--- src/design/rv32_types_pkg.sv ---
//~~~~~~~~~~~~~~~~~~~~~~~~~~~~~~~~~~~~~~~~~~~~~~~~~~~~~~~~~~~~~~~~~~~~~~~~~~
// RV32 ISA-level types
// data words, instruction addresses and major opcodes used by every block
// of the commit path
//~~~~~~~~~~~~~~~~~~~~~~~~~~~~~~~~~~~~~~~~~~~~~~~~~~~~~~~~~~~~~~~~~~~~~~~~~~

`default_nettype none

package rv32_types_pkg;

  // architectural widths
  localparam int XLEN  = 32;  // RV32 register and address width
  localparam int OPC_W = 7;   // major opcode field, instr[6:0]

  // basic ISA types
  typedef logic [XLEN-1:0]  word_t;   // data word
  typedef logic [XLEN-1:0]  pc_t;     // instruction address
  typedef logic [OPC_W-1:0] opcode_t; // major opcode

  // major opcodes
  // an all-zero opcode is never a legal RV32 encoding, so the pipeline
  // uses it to mark a bubble slot
  localparam opcode_t OPC_BUBBLE = 7'b0000000;
  localparam opcode_t OPC_BRANCH = 7'b1100011; // beq/bne/blt/bge/bltu/bgeu
  localparam opcode_t OPC_OP     = 7'b0110011; // reg-reg alu ops

endpackage

`default_nettype wire

--- src/design/commit_types_pkg.sv ---
//~~~~~~~~~~~~~~~~~~~~~~~~~~~~~~~~~~~~~~~~~~~~~~~~~~~~~~~~~~~~~~~~~~~~~~~~~~
// Commit path microarchitecture types
// completion buffer sizing, dispatch and writeback records, the stored slot,
// the head view seen by commit, and predictor / fault report records
//~~~~~~~~~~~~~~~~~~~~~~~~~~~~~~~~~~~~~~~~~~~~~~~~~~~~~~~~~~~~~~~~~~~~~~~~~~

`default_nettype none

package commit_types_pkg;

  // completion buffer sizing
  localparam int CB_DEPTH = 8;         // instructions in flight
  localparam int TAG_W    = 3;         // log2(CB_DEPTH)
  localparam int CNT_W    = TAG_W + 1; // occupancy count, 0..CB_DEPTH

  typedef logic [TAG_W-1:0] cb_tag_t;  // slot index handed out at dispatch

  // branch history table sizing
  localparam int BHT_ENTRIES = 16;
  localparam int BHT_IDX_W   = 4;
  localparam int BHT_IDX_LSB = 2;      // index is pc[5:2], word aligned

  // 2-bit counter states
  localparam logic [1:0] CTR_MIN     = 2'b00; // strongly not-taken
  localparam logic [1:0] CTR_WEAK_NT = 2'b01; // reset state
  localparam logic [1:0] CTR_MAX     = 2'b11; // strongly taken

  // dispatch side, written at allocation (41 bits)
  typedef struct packed {
    rv32_types_pkg::pc_t     pc;
    rv32_types_pkg::opcode_t opcode;
    logic                    branch_instr;
    logic                    prediction;   // predicted taken at fetch
  } dispatch_rec_t;

  // execute side, written back by tag (37 bits)
  typedef struct packed {
    cb_tag_t                 tag;
    logic                    branch_taken;
    rv32_types_pkg::pc_t     br_resolved_addr;
    logic                    fault_insn;
  } wb_rec_t;

  // one stored buffer slot
  typedef struct packed {
    dispatch_rec_t           disp;
    logic                    branch_taken;
    rv32_types_pkg::pc_t     br_resolved_addr;
    logic                    fault_insn;
    logic                    done;         // result has been written back
  } cb_entry_t;

  // head entry as presented to the commit stage
  typedef struct packed {
    rv32_types_pkg::pc_t     pc;
    rv32_types_pkg::opcode_t opcode;
    logic                    branch_instr;
    logic                    prediction;
    logic                    branch_taken;
    rv32_types_pkg::pc_t     br_resolved_addr;
    logic                    fault_insn;
  } commit_rec_t;

  // commit-time predictor training
  typedef struct packed {
    logic                    update_predictor;
    rv32_types_pkg::pc_t     update_addr;   // pc of the retiring branch
    logic                    branch_result; // resolved direction
    logic                    prediction;
  } predict_update_t;

  // instruction fault report
  typedef struct packed {
    logic                    fault_insn;
    rv32_types_pkg::pc_t     badaddr_i;
  } fault_rep_t;

endpackage

`default_nettype wire

--- src/design/branch_history_table.sv ---
//~~~~~~~~~~~~~~~~~~~~~~~~~~~~~~~~~~~~~~~~~~~~~~~~~~~~~~~~~~~~~~~~~~~~~~~~~~
// Branch history table
// direct-mapped 2-bit saturating counters, trained at commit and read by pc
//~~~~~~~~~~~~~~~~~~~~~~~~~~~~~~~~~~~~~~~~~~~~~~~~~~~~~~~~~~~~~~~~~~~~~~~~~~

`timescale 1ns/1ps
`default_nettype none

module branch_history_table (
  input  logic                              CLK,
  input  logic                              nRST,
  input  commit_types_pkg::predict_update_t predict_upd,
  input  rv32_types_pkg::pc_t               lookup_pc,
  output logic                              predict_taken
);

  import commit_types_pkg::*;

  logic [1:0]           counters [BHT_ENTRIES]; // one counter per index
  logic [BHT_IDX_W-1:0] upd_idx;
  logic [BHT_IDX_W-1:0] look_idx;
  logic [1:0]           upd_ctr;                // counter being trained

  // index from pc[5:2]
  assign upd_idx  = predict_upd.update_addr[BHT_IDX_LSB +: BHT_IDX_W];
  assign look_idx = lookup_pc[BHT_IDX_LSB +: BHT_IDX_W];
  assign upd_ctr  = counters[upd_idx];

  always_ff @(posedge CLK, negedge nRST) begin
    if (~nRST) begin
      for (int i = 0; i < BHT_ENTRIES; i++) begin
        counters[i] <= CTR_WEAK_NT;  // all weakly not-taken
      end
    end else if (predict_upd.update_predictor) begin
      if (predict_upd.branch_result) begin
        if (upd_ctr != CTR_MAX)
          counters[upd_idx] <= upd_ctr + 2'b01;  // toward taken
      end else begin
        if (upd_ctr != CTR_MIN)
          counters[upd_idx] <= upd_ctr - 2'b01;  // toward not-taken
      end
    end
  end

  // msb of the counter is the direction
  // an update at an edge shows here from the next cycle
  assign predict_taken = counters[look_idx][1];

endmodule

`default_nettype wire

--- src/design/commit_stage.sv ---
//~~~~~~~~~~~~~~~~~~~~~~~~~~~~~~~~~~~~~~~~~~~~~~~~~~~~~~~~~~~~~~~~~~~~~~~~~~
// Commit stage
// retires the done head entry when not stalled; derives predictor update,
// fault report and mispredict flag, and tracks the latest valid pc
//~~~~~~~~~~~~~~~~~~~~~~~~~~~~~~~~~~~~~~~~~~~~~~~~~~~~~~~~~~~~~~~~~~~~~~~~~~

`timescale 1ns/1ps
`default_nettype none

module commit_stage (
  input  logic                              CLK,
  input  logic                              nRST,
  input  logic                              halt,
  input  logic                              stall,       // inverse of pc_en
  // head of the completion buffer
  input  logic                              head_valid,
  input  commit_types_pkg::commit_rec_t     head,
  output logic                              pop,
  // retirement results
  output logic                              retire,
  output rv32_types_pkg::pc_t               retire_pc,
  output commit_types_pkg::predict_update_t predict_upd,
  output commit_types_pkg::fault_rep_t      fault,
  output logic                              mispredict,
  output rv32_types_pkg::pc_t               latest_valid_pc
);

  import rv32_types_pkg::*;
  import commit_types_pkg::*;

  logic retire_br;   // a branch retires this cycle
  logic real_insn;   // head is not a bubble

  // one retire per cycle, same-cycle pop back to the buffer
  assign pop       = head_valid & ~stall;
  assign retire    = pop;
  assign retire_pc = head.pc;

  assign retire_br = retire & head.branch_instr;
  assign real_insn = (head.opcode != OPC_BUBBLE);

  // predictor training, indexed by the branch pc itself
  assign predict_upd.update_predictor = retire_br;
  assign predict_upd.update_addr      = head.pc;
  assign predict_upd.branch_result    = head.branch_taken;
  assign predict_upd.prediction       = head.prediction;

  // flag only, no flush on this path
  assign mispredict = retire_br & (head.prediction != head.branch_taken);

  // instruction fault, badaddr is the pc of the faulting insn
  assign fault.fault_insn = retire & head.fault_insn;
  assign fault.badaddr_i  = head.pc;

  // latest valid pc
  // halt wins over a retire in the same cycle
  always_ff @(posedge CLK, negedge nRST) begin
    if (~nRST) begin
      latest_valid_pc <= '0;
    end else if (halt) begin
      latest_valid_pc <= '0;
    end else if (retire & real_insn) begin
      latest_valid_pc <= head.pc;  // bubbles leave it alone
    end
  end

endmodule

`default_nettype wire

--- src/design/commit_subsystem.sv ---
//~~~~~~~~~~~~~~~~~~~~~~~~~~~~~~~~~~~~~~~~~~~~~~~~~~~~~~~~~~~~~~~~~~~~~~~~~~
// Commit subsystem
// completion buffer, commit stage and branch history table joined together
//~~~~~~~~~~~~~~~~~~~~~~~~~~~~~~~~~~~~~~~~~~~~~~~~~~~~~~~~~~~~~~~~~~~~~~~~~~

`timescale 1ns/1ps
`default_nettype none

module commit_subsystem (
  input  logic                            CLK,
  input  logic                            nRST,
  // dispatch
  input  logic                            alloc,
  input  commit_types_pkg::dispatch_rec_t alloc_rec,
  output logic                            full,
  output commit_types_pkg::cb_tag_t       alloc_tag,
  // writeback
  input  logic                            wb_valid,
  input  commit_types_pkg::wb_rec_t       wb_rec,
  // hazard side
  input  logic                            stall,
  input  logic                            halt,
  // retirement
  output logic                            retire,
  output rv32_types_pkg::pc_t             retire_pc,
  output commit_types_pkg::fault_rep_t    fault,
  output logic                            mispredict,
  output rv32_types_pkg::pc_t             latest_valid_pc,
  // prediction lookup
  input  rv32_types_pkg::pc_t             lookup_pc,
  output logic                            predict_taken
);

  import commit_types_pkg::*;

  logic            head_valid;  // head slot done
  commit_rec_t     head;        // head entry fields
  logic            pop;         // commit frees the head
  predict_update_t predict_upd; // commit-time training

  completion_buffer i_cb (
    .CLK        (CLK),
    .nRST       (nRST),
    .alloc      (alloc),
    .alloc_rec  (alloc_rec),
    .full       (full),
    .alloc_tag  (alloc_tag),
    .wb_valid   (wb_valid),
    .wb_rec     (wb_rec),
    .pop        (pop),
    .head_valid (head_valid),
    .head       (head)
  );

  commit_stage i_commit (
    .CLK             (CLK),
    .nRST            (nRST),
    .halt            (halt),
    .stall           (stall),
    .head_valid      (head_valid),
    .head            (head),
    .pop             (pop),
    .retire          (retire),
    .retire_pc       (retire_pc),
    .predict_upd     (predict_upd),
    .fault           (fault),
    .mispredict      (mispredict),
    .latest_valid_pc (latest_valid_pc)
  );

  branch_history_table i_bht (
    .CLK           (CLK),
    .nRST          (nRST),
    .predict_upd   (predict_upd),
    .lookup_pc     (lookup_pc),
    .predict_taken (predict_taken)
  );

endmodule

`default_nettype wire

--- src/design/completion_buffer.sv ---
//~~~~~~~~~~~~~~~~~~~~~~~~~~~~~~~~~~~~~~~~~~~~~~~~~~~~~~~~~~~~~~~~~~~~~~~~~~
// Completion buffer
// circular in-order buffer: dispatch allocates at the tail, execute units
// write results back by tag in any order, commit pops the done head entry
//~~~~~~~~~~~~~~~~~~~~~~~~~~~~~~~~~~~~~~~~~~~~~~~~~~~~~~~~~~~~~~~~~~~~~~~~~~

`timescale 1ns/1ps
`default_nettype none

module completion_buffer (
  input  logic                            CLK,
  input  logic                            nRST,
  // dispatch
  input  logic                            alloc,
  input  commit_types_pkg::dispatch_rec_t alloc_rec,
  output logic                            full,
  output commit_types_pkg::cb_tag_t       alloc_tag,
  // writeback
  input  logic                            wb_valid,
  input  commit_types_pkg::wb_rec_t       wb_rec,
  // commit
  input  logic                            pop,
  output logic                            head_valid,
  output commit_types_pkg::commit_rec_t   head
);

  import commit_types_pkg::*;

  cb_entry_t        slots [CB_DEPTH]; // entry storage, no reset
  cb_entry_t        head_slot;        // slot under the head pointer
  cb_tag_t          head_ptr;         // oldest instruction
  cb_tag_t          tail_ptr;         // next slot to allocate
  logic [CNT_W-1:0] count;            // occupied slots
  logic             occupied;
  logic             do_alloc;
  logic             do_pop;

  assign full      = (count == CNT_W'(CB_DEPTH));
  assign alloc_tag = tail_ptr;             // valid in the alloc cycle
  assign do_alloc  = alloc & ~full;        // alloc against full is dropped
  assign occupied  = (count != '0);
  assign do_pop    = pop & head_valid;     // guard against a stray pop

  // pointers and occupancy
  // depth is a power of two so the pointers wrap on their own
  always_ff @(posedge CLK, negedge nRST) begin
    if (~nRST) begin
      head_ptr <= '0;
      tail_ptr <= '0;
      count    <= '0;
    end else begin
      if (do_alloc)
        tail_ptr <= tail_ptr + 1'b1;
      if (do_pop)
        head_ptr <= head_ptr + 1'b1; // slot frees at this edge
      case ({do_alloc, do_pop})
        2'b10:   count <= count + 1'b1;
        2'b01:   count <= count - 1'b1;
        default: count <= count;     // none, or one in and one out
      endcase
    end
  end

  // slot writes
  // an allocation and a writeback never land on the same slot: the tail is
  // free while a writeback names an allocated tag
  always_ff @(posedge CLK) begin
    if (do_alloc) begin
      slots[tail_ptr].disp <= alloc_rec;
      slots[tail_ptr].done <= 1'b0;  // result not back yet
    end
    if (wb_valid) begin
      slots[wb_rec.tag].branch_taken     <= wb_rec.branch_taken;
      slots[wb_rec.tag].br_resolved_addr <= wb_rec.br_resolved_addr;
      slots[wb_rec.tag].fault_insn       <= wb_rec.fault_insn;
      slots[wb_rec.tag].done             <= 1'b1;
    end
  end

  // head view
  assign head_slot  = slots[head_ptr];
  // stale done bits in free slots are masked by the occupancy check
  assign head_valid = occupied & head_slot.done;

  assign head.pc               = head_slot.disp.pc;
  assign head.opcode           = head_slot.disp.opcode;
  assign head.branch_instr     = head_slot.disp.branch_instr;
  assign head.prediction       = head_slot.disp.prediction;
  assign head.branch_taken     = head_slot.branch_taken;
  assign head.br_resolved_addr = head_slot.br_resolved_addr;
  assign head.fault_insn       = head_slot.fault_insn;

endmodule

`default_nettype wire

--- config.mk ---
export PLATFORM = sky130hd
export DESIGN_NAME = commit_subsystem
export DESIGN_NICKNAME = d
export VERILOG_FILES = /design/src/design/rv32_types_pkg.sv /design/src/design/commit_types_pkg.sv /design/src/design/branch_history_table.sv /design/src/design/commit_stage.sv /design/src/design/commit_subsystem.sv /design/src/design/completion_buffer.sv
export SDC_FILE = /design/constraint.sdc
export NUM_CORES = 1
export LEC_CHECK = 0
export BUFFER_PORTS_ARGS = -buffer_cell sky130_fd_sc_hd__buf_2
export CAP_MARGIN = 25
export CORE_MARGIN = 8
export CORE_UTILIZATION = 55
export CTS_CLUSTER_DIAMETER = 80
export DETAILED_ROUTE_END_ITERATION = 10
export MAX_ROUTING_LAYER = met4
export PLACE_DENSITY = 0.74
export SYNTH_ARGS = -nofsm -noshare
export SYNTH_HDL_FRONTEND = slang
export SYNTH_SLANG_ARGS = --single-unit
--- constraint.sdc ---
create_clock -name CLK -period 7.55 [get_ports CLK]
set_clock_uncertainty 0.1 [all_clocks]
set_input_delay 1.51 -clock CLK [delete_from_list [all_inputs] [get_ports CLK]]
set_output_delay 1.51 -clock CLK [all_outputs]
set_load 0.05 [all_outputs]
==> results.py, run 1 <==
metrics = {
    "detailed_routing": {
        "ant_nets": 0,
        "drc": 0,
        "firstDrtPassIters": 5,
        "vias_per_cell": 6.01,
        "routed_wl_um": 37400,
        "first_iter_violations": 754,
        "wl_per_cell_um": 24.1,
        "vias": 9315,
    },
    "clock_network": {
        "clk_pin_slew_ns": 0.06,
        "ctsResizeCount": 0,
        "numCtsBuffers": 43,
        "ctsHoldBuffers": 0,
        "clockRootBuffer": "clkbuf_16",
        "tritoncts": "yes",
        "worst_skew_pair.late_latency_ns": 0.54,
        "cts.sink_count": 426,
        "htree_levels": 2,
        "postCtsSetupRepairBufs": 0,
        "ctsLongestPathBuffers": 3,
    },
    "synth": {
        "synth_edf_count": 344,
        "syn_area_per_cell_um2": 17.8,
        "yosysTopAreaCell": "edfxtp_1",
        "syn_nets": 1097,
        "synthFlopType": "edfxtp_1",
        "synth_seq_cells": 426,
        "yosysUniqueCellTypes": 52,
        "postSynthCellCount": 974,
        "netlist_area_mm2": 0.0173,
        "synth_top_cell_area_share": 0.597,
        "synthArstFlopShare": 0.174,
        "synthTopCellsByCount": "344 x edfxtp_1, 78 x mux4_2, 63 x nor3_1, 58 x dfrtp_1, 58 x mux2_2",
        "yosysWarnings": 0,
        "ys_top_cells_by_area": "edfxtp_1 60%, mux4_2 10%, dfrtp_1 8.4%, mux2_2 3.8%, dfstp_2 2.4%",
        "ys_seq_area_frac": 0.715,
        "synth_most_common_cell": "edfxtp_1",
    },
    "setup_path": {
        "worst_setup_path_end_kind": "primary output",
        "cp_max_fo": 43,
        "cp.required_ns": 5.94,
        "criticalPathCategory": "flop to primary output",
        "worst_setup_path_start_kind": "flop",
        "worstPathArrival_ns": 3.90,
    },
    "timing": {
        "setup_viol": 0,
        "fin_tns_setup_ns": 0,
        "finalHoldViolCount": 0,
        "relSlewSlack": 0.309,
        "drv_slew": 0,
        "fmaxAchievable_ghz": 0.181,
        "hold_slack_ns": 0.364,
        "setup_ws_ns": 2.04,
        "period_needed_ns": 5.51,
        "rsz0062_at_grt": "false",
        "period_share": 0.730,
        "tightest_slew_ns": 1.03,
    },
    "grt": {
        "overflow": 0,
        "first_global_vias": 9715,
        "grt_pass1_wl_um": 57600,
        "antenna_found_initial": 5,
        "grt_max_degree": 60,
        "grtUsageTotal": 0.202,
    },
    "cells_and_area": {
        "multi_input_area_mm2": 0.00445,
        "nets": 1234,
        "finalInstanceArea_mm2": 0.0197,
        "areaGrowthSynthToFinish_pct": 14.0,
        "fillers": 2188,
        "drive_above_1_share": 0.361,
        "seq_area_mm2": 0.0124,
    },
    "floorplanning": {
        "initial_core_util": 0.554,
        "row_count": 65,
        "die_w_um": 193,
        "core_area_mm2": 0.0312,
        "die_height_um": 193,
        "die_area_mm2": 0.0374,
        "ios": 220,
    },
    "status": {
        "status": "completed",
    },
    "place": {
        "place.gp.congestion": 0.817,
        "dp_slack_ns": 2.27,
        "place_hpwl_um": 21800,
        "placed_area_mm2": 0.0183,
        "io_buffer_count": 159,
    },
    "flow_run": {
        "maxCapViolCount": 0,
    },
    "hold_path": {
        "hp-class": "flop to flop",
    },
}
per-stage QoR:
step | std cells | util
CTS | 1545 | 0.631
global placement | 1468 | 0.585
detailed placement | 1468 | 0.585
global route | 1550 | 0.631
floorplan | 974 | -
finish | 1551 | 0.631
registers in the layout (all words and copies together), names as in the netlist, named ones only:
signal                    count
i_cb.head_ptr                 3
i_bht.counters               16
i_cb.count                    4
i_cb.slots                  352
i_commit.latest_valid_pc     32
i_cb.alloc_tag                3
cells in the final DEF, fill, tap and decap left out, drive strengths merged, types with 2 or more instances in the layout:
cell type	synthesis	layout
a311oi	2	2
nor3	63	63
clkinv	1	21
o21bai	2	2
nand2b	6	6
a21oi	39	39
and4	4	4
nor4b	4	4
mux2i	33	33
buf	57	172
xor2	5	5
mux2	64	64
clkinvlp	0	2
bufinv	0	6
and2	7	7
edfxtp	344	344
nand3	14	14
o22ai	4	4
nor2	19	19
dfrtp	58	58
xnor2	6	6
clkbuf	23	48
dfstp	16	16
diode	0	6
nand3b	4	4
nand4	10	10
inv	12	13
dfxtp	8	8
o211ai	2	2
ha	7	7
o21ai	12	12
mux4	78	78
nor4	13	13
nand2	46	46
kinds of logic after synthesis:
kind of cell,synth area share
AOI/OAI and AO/OA,0.0229
xor gates and xnor gates,0.00557
adders and majority gates,0.00506
buffers and inverters,0.0310
DFF,0.715
muxes,0.164
and+or+nand+nor,0.0569
area by class of cell:
type,count,share of cell area
flip-flops and latches,426,0.628
multi-input cells,455,0.226
well taps,402,0.0255
clock buffers,48,0.0566
repair buffers,172,0.0454
inverters,13,0.00248
diodes,6,0.000762
clock inverters,29,0.0161
worst paths after layout:
path | depth (start not counted) | slack (ns) | to | from
worst max register to register | 13 | 2.32 | i_bht.counters[1] | i_cb.head_ptr[1]
worst max-delay path | 5 | 2.04 | retire | i_cb.head_ptr[0]
worst min-delay path | 2 | 0.36 | i_cb.slots[2][0] | i_cb.slots[2][0]
min in group asynchronous | 1 | 0.75 | i_commit.latest_valid_pc[13] | nRST
worst min register to register | 2 | 0.36 | i_cb.slots[2][0] | i_cb.slots[2][0]
max in group asynchronous | 2 | 5.39 | i_cb.head_ptr[1] | nRST
worst max-delay path, cell delays in order, from the launching register on:
cell,delay [ns]
dfrtp_4,0.94
mux4_2,0.43
mux2i_1,0.14
or2_2,0.80
inv_2,0.64
buf_2,0.41
routing by layer:
| metal | up-vias | wire length, µm | GRT usage |
|---|---|---|---|
| li1 | 4099 | - | - |
| met2 | 341 | 18000 | 0.312 |
| met1 | 4795 | 16100 | 0.271 |
| met5 | - | 0 | - |
| met3 | 80 | 2240 | 0.0370 |
| met4 | 0 | 1130 | 0.0684 |
Power of run 1 is left out: the tool's default activity adds up to more than one toggle a clock period on the data nets, which glitch-free logic cannot reach.
==> inputs of run 2 (changes only) <==
--- a/config.mk
+++ b/config.mk
@@ -8,7 +8,7 @@
 export BUFFER_PORTS_ARGS = -buffer_cell sky130_fd_sc_hd__buf_2
 export CAP_MARGIN = 25
 export CORE_MARGIN = 8
-export CORE_UTILIZATION = 55
+export CORE_UTILIZATION = 52
 export CTS_CLUSTER_DIAMETER = 80
 export DETAILED_ROUTE_END_ITERATION = 10
 export MAX_ROUTING_LAYER = met4
==> constraint.sdc (replaced) <==
create_clock -name CLK -period 4.73 [get_ports CLK]
set_clock_uncertainty 0.1 [all_clocks]
set_input_delay 0.946 -clock CLK [delete_from_list [all_inputs] [get_ports CLK]]
set_output_delay 0.946 -clock CLK [all_outputs]
set_load 0.05 [all_outputs]
==> run 2 against run 1 <==
Cell count is 3.2% higher. Via count grew 0.46%. Core utilization fell by 2.4 points. Clock-buffer cell count rose by 9. Cell area up 0.40%. Critical path type is now flop to flop. Highest routed layer unchanged.
==> results.py, run 2 (same netlist as run 1, synthesis figures left out) <==
metrics = {
    "status": {
        "status": "completed",
    },
    "clock_network": {
        "ctsResizeCount": 0,
        "ctsHoldBuffers": 0,
        "clk_pin_slew_ns": 0.06,
        "cts.sink_count": 426,
        "postCtsSetupRepairBufs": 0,
        "numCtsBuffers": 43,
        "worst_skew_pair.late_latency_ns": 0.54,
        "ctsLongestPathBuffers": 3,
        "htree_levels": 2,
        "clockRootBuffer": "clkbuf_16",
        "tritoncts": "yes",
    },
    "cells_and_area": {
        "layout_commonest_cell": "edfxtp_1",
        "drive_above_1_share": 0.356,
        "nets": 1241,
        "seq_area_mm2": 0.0124,
        "finalInstanceArea_mm2": 0.0198,
        "reg_top3": "i_cb.slots x352, i_commit.latest_valid_pc x32, i_bht.counters x16",
        "final_util": 0.607,
        "multi_input_area_mm2": 0.00446,
        "largest_register_ffs": 352,
        "areaGrowthSynthToFinish_pct": 14.4,
        "fillers": 2314,
        "final_cell_mix": "344 x edfxtp_1, 158 x buf_2, 78 x mux4_2",
        "max_flop_register": "i_cb.slots",
    },
    "detailed_routing": {
        "wl_per_cell_um": 23.7,
        "vias_per_cell": 5.85,
        "first_iter_violations": 734,
        "routed_wl_um": 37900,
        "vias": 9358,
        "firstDrtPassIters": 5,
        "drc": 0,
        "ant_nets": 0,
    },
    "timing": {
        "fmaxAchievable_ghz": 0.237,
        "tightest_slew_ns": 1.04,
        "period_needed_ns": 4.22,
        "period_share": 0.893,
        "finalHoldViolCount": 0,
        "rsz0062_at_grt": "false",
        "setup_viol": 0,
        "relSlewSlack": 0.303,
        "drv_slew": 0,
    },
    "setup_path": {
        "worstPathArrival_ns": 4.58,
        "r2r_start": "i_cb.head_ptr[0]",
        "cp.required_ns": 5.09,
        "slowest_delay_ns": 0.83,
        "path_delay_family": "XOR/XNOR gates",
        "cp_max_fo": 30,
        "criticalPathCategory": "flop to flop",
        "worst_setup_path_start_kind": "flop",
        "crit_chain": "nor2b_1, a22oi_1, nand2_2, inv_2, mux2_2, o211ai_1, o211ai_1, ha_1, xor2_1, mux2_2",
        "worst-path-buf-inv": 1,
        "crit_path_start": "i_cb.head_ptr[0]",
        "worst_setup_path_end_kind": "flop",
        "cp_slowest_cell": "xor2_1",
    },
    "grt": {
        "first_global_vias": 9844,
        "grt_max_degree": 59,
        "antenna_found_initial": 5,
        "grtUsageTotal": 0.199,
        "grt_pass1_wl_um": 58100,
        "overflow": 0,
    },
    "place": {
        "io_buffer_count": 159,
        "place.gp.congestion": 0.785,
        "place_hpwl_um": 22100,
        "placed_area_mm2": 0.0184,
    },
    "floorplanning": {
        "initial_core_util": 0.530,
        "core_area_mm2": 0.0326,
        "row_count": 66,
        "die_w_um": 198,
        "die_area_mm2": 0.0393,
        "die_height_um": 198,
        "ios": 220,
    },
    "hold_path": {
        "hp-class": "flop to flop",
        "hold_path.startpoint": "i_cb.slots[2][0]",
    },
    "flow_run": {
        "maxCapViolCount": 0,
    },
}
-- run 2: changes by cell type in the layout (fill, tap and decap cells not counted), sizes merged --
cell / before / now
clkinv: 21 / 19
clkbuf: 48 / 57
bufinv: 6 / 4
buf: 172 / 179
clkinvlp: 2 / 0
-- run 2: worst register-to-register path, cell delays in order, from the launching register on --
cell and delay, ns:
dfrtp_4 0.69, nor2b_1 0.24, a22oi_1 0.34, nand2_2 0.31
inv_2 0.29, mux2_2 0.37, o211ai_1 0.24, o211ai_1 0.14
ha_1 0.31, xor2_1 0.83, mux2_2 0.31
-- run 2: through the flow --
stage / setup slack [ns] / std cells / TNS (ns) / hold slack [ns]
after floorplan: -0.123 / 974 / -15.21 / 0.336
final: 0.506 / 1601 / 0 / 0.362
after global routing: 0.213 / 1600 / 0 / 0.395
after detailed placement: 0.489 / 1515 / 0 / 0.355
after CTS: 0.454 / 1595 / 0 / 0.363
after global placement: 0.605 / 1515 / 0 / 0.346
-- run 2: area by class of cell --
class	count	share of cell area
sequential	426	0.625
multi-input combinational	455	0.225
clock buffer	57	0.0586
timing repair buffer	179	0.0486
tap	442	0.0279
clock inverter	23	0.0113
inverter	13	0.00247
antenna	6	0.000759
-- run 2: worst paths after layout --
path                                                    to  slack (ns)  cells past startpoint
worst max-delay path                     i_bht.counters[7]        0.51                     10
worst min-delay path                      i_cb.slots[2][0]        0.36                      2
worst max register to register           i_bht.counters[7]        0.51                     10
worst min register to register            i_cb.slots[2][0]        0.36                      2
max in group asynchronous       asynchronous set/reset pin        3.24                      2
min in group asynchronous                i_bht.counters[7]        0.40                      1
-- run 2: metal layers --
metal	vias to the layer above	part of all wire	track usage
met5	-	0	-
met4	0	0.014	0.0467
met3	40	0.067	0.0390
met2	335	0.50	0.329
met1	4862	0.42	0.254
li1	4121	-	-
Power of run 2 is left out for the same reason.
